<file path="src/hdl/exec_pkg.sv">
`default_nettype none

package exec_pkg;

  ////////////////////
  // widths and sizes
  ////////////////////

  localparam int xlen       = 64;                // one machine word
  localparam int rob_size   = 16;                // rob entries
  localparam int rob_idx_w  = $clog2(rob_size);  // 4 bits
  localparam int preg_idx_w = 6;                 // 64 physical regs

  typedef logic [rob_idx_w-1:0]  rob_idx_t;
  typedef logic [preg_idx_w-1:0] preg_idx_t;

  ////////////////////
  // opcodes
  ////////////////////

  // target unit of an issued op
  typedef enum logic {
    fu_alu  = 1'b0,
    fu_mult = 1'b1
  } fu_sel_e;

  // alu operations, branches resolve here too
  typedef enum logic [3:0] {
    alu_add = 4'd0,
    alu_sub = 4'd1,
    alu_and = 4'd2,
    alu_or  = 4'd3,
    alu_xor = 4'd4,
    alu_sll = 4'd5,
    alu_srl = 4'd6,
    alu_slt = 4'd7,  // signed compare
    alu_beq = 4'd8,
    alu_bne = 4'd9
  } alu_op_e;

  ////////////////////
  // result payloads
  ////////////////////

  typedef struct packed {
    logic [xlen-1:0] value;     // zero for branches
    preg_idx_t       dest_preg;
    rob_idx_t        rob_idx;
    logic            taken;     // branch outcome
  } alu_result_t;

  typedef struct packed {
    logic [xlen-1:0] value;     // low word of the product
    preg_idx_t       dest_preg;
    rob_idx_t        rob_idx;
  } mult_result_t;

  // age of an entry as seen from the rob head, 0 is oldest
  function automatic rob_idx_t rob_distance(input rob_idx_t idx, input rob_idx_t head);
    return rob_idx_t'((int'(idx) + rob_size - int'(head)) % rob_size);
  endfunction

endpackage

`default_nettype wire
</file>
<file path="src/hdl/cdb_arbiter.sv">
`timescale 1ns/1ps
`default_nettype none

module cdb_arbiter (
  input  logic                        clock,
  input  logic                        reset,
  input  logic                        alu_valid,         // alu queue head live
  input  exec_pkg::alu_result_t       alu_head,
  input  logic                        mult_valid,
  input  exec_pkg::mult_result_t      mult_head,
  input  logic                        rollback_en,
  input  exec_pkg::rob_idx_t          rollback_rob_idx,
  input  exec_pkg::rob_idx_t          rob_head_idx,
  output logic                        alu_pop,
  output logic                        mult_pop,
  output logic                        cdb_valid,         // one pulse per broadcast
  output exec_pkg::preg_idx_t         cdb_preg,
  output logic [exec_pkg::xlen-1:0]   cdb_value,
  output exec_pkg::rob_idx_t          cdb_rob_idx,
  output logic                        cdb_taken
);

  logic                        alu_older;
  logic                        grant_kill;
  exec_pkg::preg_idx_t         grant_preg;
  logic [exec_pkg::xlen-1:0]   grant_value;
  exec_pkg::rob_idx_t          grant_rob;
  logic                        grant_taken;

  ////////////////////
  // oldest first
  ////////////////////

  // rob indices in flight are unique so a tie cannot happen
  assign alu_older = exec_pkg::rob_distance(alu_head.rob_idx, rob_head_idx) <
                     exec_pkg::rob_distance(mult_head.rob_idx, rob_head_idx);

  assign alu_pop  = alu_valid && (!mult_valid || alu_older);
  assign mult_pop = mult_valid && !alu_pop;

  always_comb begin
    if (alu_pop) begin
      grant_preg  = alu_head.dest_preg;
      grant_value = alu_head.value;
      grant_rob   = alu_head.rob_idx;
      grant_taken = alu_head.taken;
    end else begin
      grant_preg  = mult_head.dest_preg;
      grant_value = mult_head.value;
      grant_rob   = mult_head.rob_idx;
      grant_taken = 1'b0;                            // products never branch
    end
  end

  // a head popped on the rollback edge may already be dead
  assign grant_kill = rollback_en &&
    (exec_pkg::rob_distance(grant_rob, rob_head_idx) >
     exec_pkg::rob_distance(rollback_rob_idx, rob_head_idx));

  ////////////////////
  // cdb register
  ////////////////////

  // rewritten every edge, so the held result never survives a rollback
  always_ff @(posedge clock) begin
    if (reset) begin
      cdb_valid <= 1'b0;
    end else begin
      cdb_valid <= (alu_pop || mult_pop) && !grant_kill;
    end
  end

  always_ff @(posedge clock) begin
    cdb_preg    <= grant_preg;
    cdb_value   <= grant_value;
    cdb_rob_idx <= grant_rob;
    cdb_taken   <= grant_taken;
  end

endmodule

`default_nettype wire

</file>
<file path="config.mk">
export PLATFORM = sky130hd
export DESIGN_NAME = cdb_arbiter
export DESIGN_NICKNAME = d
export VERILOG_FILES = /design/src/hdl/exec_pkg.sv /design/src/hdl/cdb_arbiter.sv
export SDC_FILE = /design/constraint.sdc
export NUM_CORES = 1
export LEC_CHECK = 0
export ABC_AREA = 1
export BUFFER_PORTS_ARGS = -buffer_cell sky130_fd_sc_hd__clkbuf_2
export CAP_MARGIN = 0
export CORE_MARGIN = 2
export CORE_UTILIZATION = 35
export CTS_CLUSTER_DIAMETER = 120
export DETAILED_ROUTE_END_ITERATION = 12
export PLACE_DENSITY = 0.71
export SYNTH_ARGS = -nofsm -noshare
export SYNTH_HDL_FRONTEND = slang
export SYNTH_SLANG_ARGS = --single-unit
</file>
<file path="constraint.sdc">
create_clock -name clock -period 5.23 [get_ports clock]
set_input_delay 0.523 -clock clock [delete_from_list [all_inputs] [get_ports clock]]
set_output_delay 0.523 -clock clock [all_outputs]
set_load 0.01 [all_outputs]
</file>
# After elaboration in Yosys (flattened, before gate mapping)
# Cells that the tools add are included.
# classes
add_sub_neg,8
n_lt_le_gt_ge,2
muxes,3
n_reduce_logical,9
# op_table
operator,count
64-bit 2-to-1 mux,1
"4-bit by 1-bit adder with 4-bit output, second input constant",4
4-bit subtractor,4
6-bit 2-to-1 mux,1
4-bit > comparator,1
1-bit logical AND,4
4-bit less-than comparator,1
4-bit 2-to-1 mux,1
1-bit zero test,3
1-bit logical OR,2
# word_totals
register_bits,76
inputBits,162
out_inout_bits,78

# Logic depth before layout (Yosys ltp)
# logic_depth
ltp_word,12
depth_mapped,34

# Worst setup path before layout
# OpenSTA, ideal clock, no wires.
# synth_path
path_kind,input to register
startpoint,input port rob_head_idx[1]
endpoint,register cdb_valid
setup_time_ps,91
arrival_time_ps,3971
required_time_ps,5139
path_slack_ps,1168
path_stages,29
path_buffers,1
path_cell_list,inv_1 ha_1 nand2_1 o21ai_0 xor2_1 ha_1 a21oi_1 nand2_1 nand2_2 nand2_4 buf_6 o21ai_0 ha_1 nand2_1 nand2_1 a21oi_1 inv_1 nand2_1 nand2_1 inv_1 nand3_1 nand2_1 inv_1 ha_1 nand2_1 inv_1 nand3b_1 nand3_1 a311oi_1
# synth_via
elab_chain_len,11
elab_cells_between_ends,16
classes_between,5 x add/sub; 2 x order compare; 1 x mux; 8 x reduce/logical
# synth_lines
element,line,source
from (decl),cdb_arbiter.sv:13,"input exec_pkg::rob_idx_t rob_head_idx,"
4-bit subtractor,exec_pkg.sv:60,return rob_idx_t'((int'(idx) + rob_size - int'(head)) % rob_size);
4-bit less-than comparator (*),cdb_arbiter.sv:35,"assign alu_older = exec_pkg::rob_distance(alu_head.rob_idx, rob_head_idx) <"
1-bit logical OR (*),cdb_arbiter.sv:38,assign alu_pop = alu_valid && (!mult_valid || alu_older);
1-bit logical AND (*),cdb_arbiter.sv:38,
4-bit 2-to-1 mux (*),cdb_arbiter.sv:42,if (alu_pop) begin
via grant_rob[1],cdb_arbiter.sv:27,exec_pkg::rob_idx_t grant_rob;
4-bit by 1-bit adder with 4-bit output (*),exec_pkg.sv:60,
4-bit subtractor (*),exec_pkg.sv:60,
4-bit > comparator (*),cdb_arbiter.sv:57,"(exec_pkg::rob_distance(grant_rob, rob_head_idx) >"
1-bit logical AND (*),cdb_arbiter.sv:56,assign grant_kill = rollback_en &&
1-bit zero test (*),cdb_arbiter.sv:69,cdb_valid <= (alu_pop || mult_pop) && !grant_kill;
1-bit logical AND (*),cdb_arbiter.sv:69,
to (signal assigned),cdb_arbiter.sv:69,
to (decl),cdb_arbiter.sv:16,"output logic cdb_valid,"
# The timed path passes the listed nets; every way through them passes the cells marked *.
# A chain may end at the register's enable or synchronous reset.

# Final worst setup path
# Same ends and word-level chain as after synthesis.

==> impl_metrics.py <==
metrics = {
    "outcome": {
        "status": "completed",
    },
    "placed_design": {
        "placed_cell_area_mm2": 0.00442,
        "dp.cells": 745,
        "place.gp.congestion": 0.774,
        "dp_hpwl_mm": 7.37,
        "io_buffers": 239,
    },
    "timing": {
        "fin_setup_tns_ps": 0,
        "tightest_slew_ps": 700,
        "hold_viol": 0,
        "min_period_over_period": 0.843,
        "rsz0062_at_grt": "no",
        "drv_slew": 0,
        "fmax_mhz": 227,
        "period_needed_ps": 4410,
        "setup_viol": 0,
        "slew_headroom": 0.534,
    },
    "synthesis": {
        "ys.warnings.count": 0,
        "syn_area_mm2": 0.00319,
        "syn_nets": 597,
        "yosys_register_bits": 76,
        "synth-seq-area-share": 0.477,
        "avgSynthCellArea_um2": 7.75,
        "synth.distinct_cells": 22,
        "syn-instance-count": 412,
    },
    "die": {
        "rows": 34,
        "die_y_um": 99.5,
        "start_util": 0.364,
        "dieWidth_um": 99.5,
        "core_area_mm2": 0.00876,
        "ioPinCount": 240,
        "die_area_mm2": 0.00990,
    },
    "final_layout": {
        "finalNetCount": 833,
        "fillers": 855,
        "final_util": 0.529,
        "drive_gt1_frac": 0.413,
        "diodes": 0,
        "area_growth_pct": 45.3,
        "final_area_mm2": 0.00464,
        "layout.cells.non_filler": 760,
    },
    "worst_hold_path": {
        "min_path_cells": 2,
        "hp-class": "input port to flip-flop",
    },
    "critical_path": {
        "worst_path_largest_cell_delay_ps": 480,
        "path_buf_inv": 7,
        "crit_family": "adder cells",
        "slowest_stage": "o21ai_0",
        "cp.required_ps": 5480,
        "crit_path_end_kind": "flip-flop",
        "critPathKind": "input port to flip-flop",
        "crit_start": "rob_head_idx[1]",
        "endpoint": "cdb_valid",
        "critPathArrivalTime_ps": 4660,
        "startpoint_type": "input port",
        "worst-path-max-fanout": 42,
        "cpMostUsedCell": "nand2_1",
        "worstSetupPathDepth": 31,
    },
    "clock_network": {
        "cts_resized": 0,
        "numCtsBuffers": 9,
        "clk_pin_slew_ps": 70,
        "cts_setup_buffers": 0,
        "hold_buffers": 0,
        "cts_tree": "done",
        "ctsRootBufferMaster": "clkbuf_8",
        "clock_sinks": 76,
        "cts_buffer_depth": 2,
        "cts-htree-levels": 3,
    },
    "grt": {
        "groute.usage.overall": 0.182,
        "antenna_found_initial": 0,
        "grt_pass1_wl_mm": 14.4,
        "gr-total-overflow": 0,
        "grt_max_degree": 73,
        "grt_pass1_vias": 3235,
    },
    "route": {
        "drtIter0Drc": 69,
        "via_per_inst": 4.33,
        "num_vias": 3287,
        "ant_nets": 0,
        "drc_errors": 0,
        "dr.pass1.iters": 4,
        "drt-total-wl_mm": 9.05,
        "avgRoutedWirePerCell_um": 11.9,
    },
    "run": {
        "drv_cap": 0,
    },
    "power_and_ir_drop": {
        "peakVddDrop_mv": 0.155,
        "pwr_density_cell_mw_per_mm2": 367,
        "leakage_nw": 2.83,
        "finalPower_w": 0.00170,
    },
}
worst min path at each step:
stage / slack, ps / endpoint / from
2_1_floorplan: 600 / cdb_valid / reset
3_3_place_gp: 690 / cdb_valid / reset
3_5_place_dp: 690 / cdb_valid / reset
4_1_cts: 310 / cdb_valid / reset
5_1_grt: 330 / cdb_valid / reset
6_report: 340 / cdb_valid / reset
power by group:
part / switching (W) / internal [W] / total [W] / leakage, nW
Clock: 0.000208 / 0.000280 / 0.000488 / 0.109
Sequential: 0.0000255 / 0.000683 / 0.000708 / 0.641
Combinational: 0.000297 / 0.000210 / 0.000507 / 2.08
Total: 0.000531 / 0.00117 / 0.00170 / 2.83
cells in the mapped netlist, drive strengths merged:
cell	count	area [µm²]
a21oi	6	30.0
a311oi	1	8.76
buf	15	113
clkbuf	1	3.75
dfxtp	76	1520
fa	4	80.1
ha	19	238
inv	28	108
nand2	237	925
nand3	8	40.0
nand3b	1	7.51
nor2	3	11.3
o21ai	3	18.8
xnor2	8	70.1
xor2	2	17.5
cell families after synthesis:
| group | Yosys count | synth area share |
|---|---|---|
| AO/OA/AOI/OAI | 10 | 0.0180 |
| XOR/XNOR | 10 | 0.0274 |
| adder cells (fa/ha/maj) | 23 | 0.0996 |
| buffers and inverters | 44 | 0.0702 |
| flip-flops | 76 | 0.477 |
| AND/OR/NAND/NOR | 249 | 0.308 |
metrics by stage:
step	worst slack [ps]	hold WS, ps
floorplan	1170	601
CTS	790	314
global route	318	326
detailed placement	400	693
finish	822	342
global placement	692	692
placed cells by master, fill, tap and decap left out:
cell type,netlist,final
bufinv_16,0,2
buf_4,6,2
a21oi_1,6,6
xnor2_1,8,8
o21ai_2,1,1
ha_1,19,19
nand3b_1,1,1
xor2_1,2,2
nor2_1,3,3
inv_1,27,27
clkbuf_1,1,1
clkinv_4,0,1
nand3_1,8,8
nand2_1,225,225
clkbuf_8,0,10
clkinv_2,0,1
nand2_2,11,11
inv_4,1,1
a311oi_1,1,1
nand2_4,1,1
clkbuf_2,0,239
dfxtp_1,76,76
fa_1,4,4
o21ai_0,2,2
sequential cells by signal, indices dropped and copies added, names as in the netlist:
register     flops
cdb_value       64
cdb_preg         6
cdb_rob_idx      4
cdb_taken        1
cdb_valid        1
layout make-up:
| class | count | area (µm²) | share of cell area |
|---|---|---|---|
| Clock buffer | 11 | 141 | 0.0305 |
| Clock inverter | 4 | 73.8 | 0.0159 |
| Inverter | 28 | 108 | 0.0232 |
| Multi-Input combinational cell | 292 | 1450 | 0.312 |
| Sequential cell | 76 | 1520 | 0.328 |
| Tap cell | 108 | 135 | 0.0291 |
| Timing Repair Buffer | 241 | 1210 | 0.261 |
per-layer routing:
layer / routed length [µm] / GRT usage
met1: 3320 / 0.182
met2: 4660 / 0.343
met3: 756 / 0.0590
met4: 311 / 0.0780
met5: 0 / 0
Note: power is estimated with default switching activity, not from simulation.
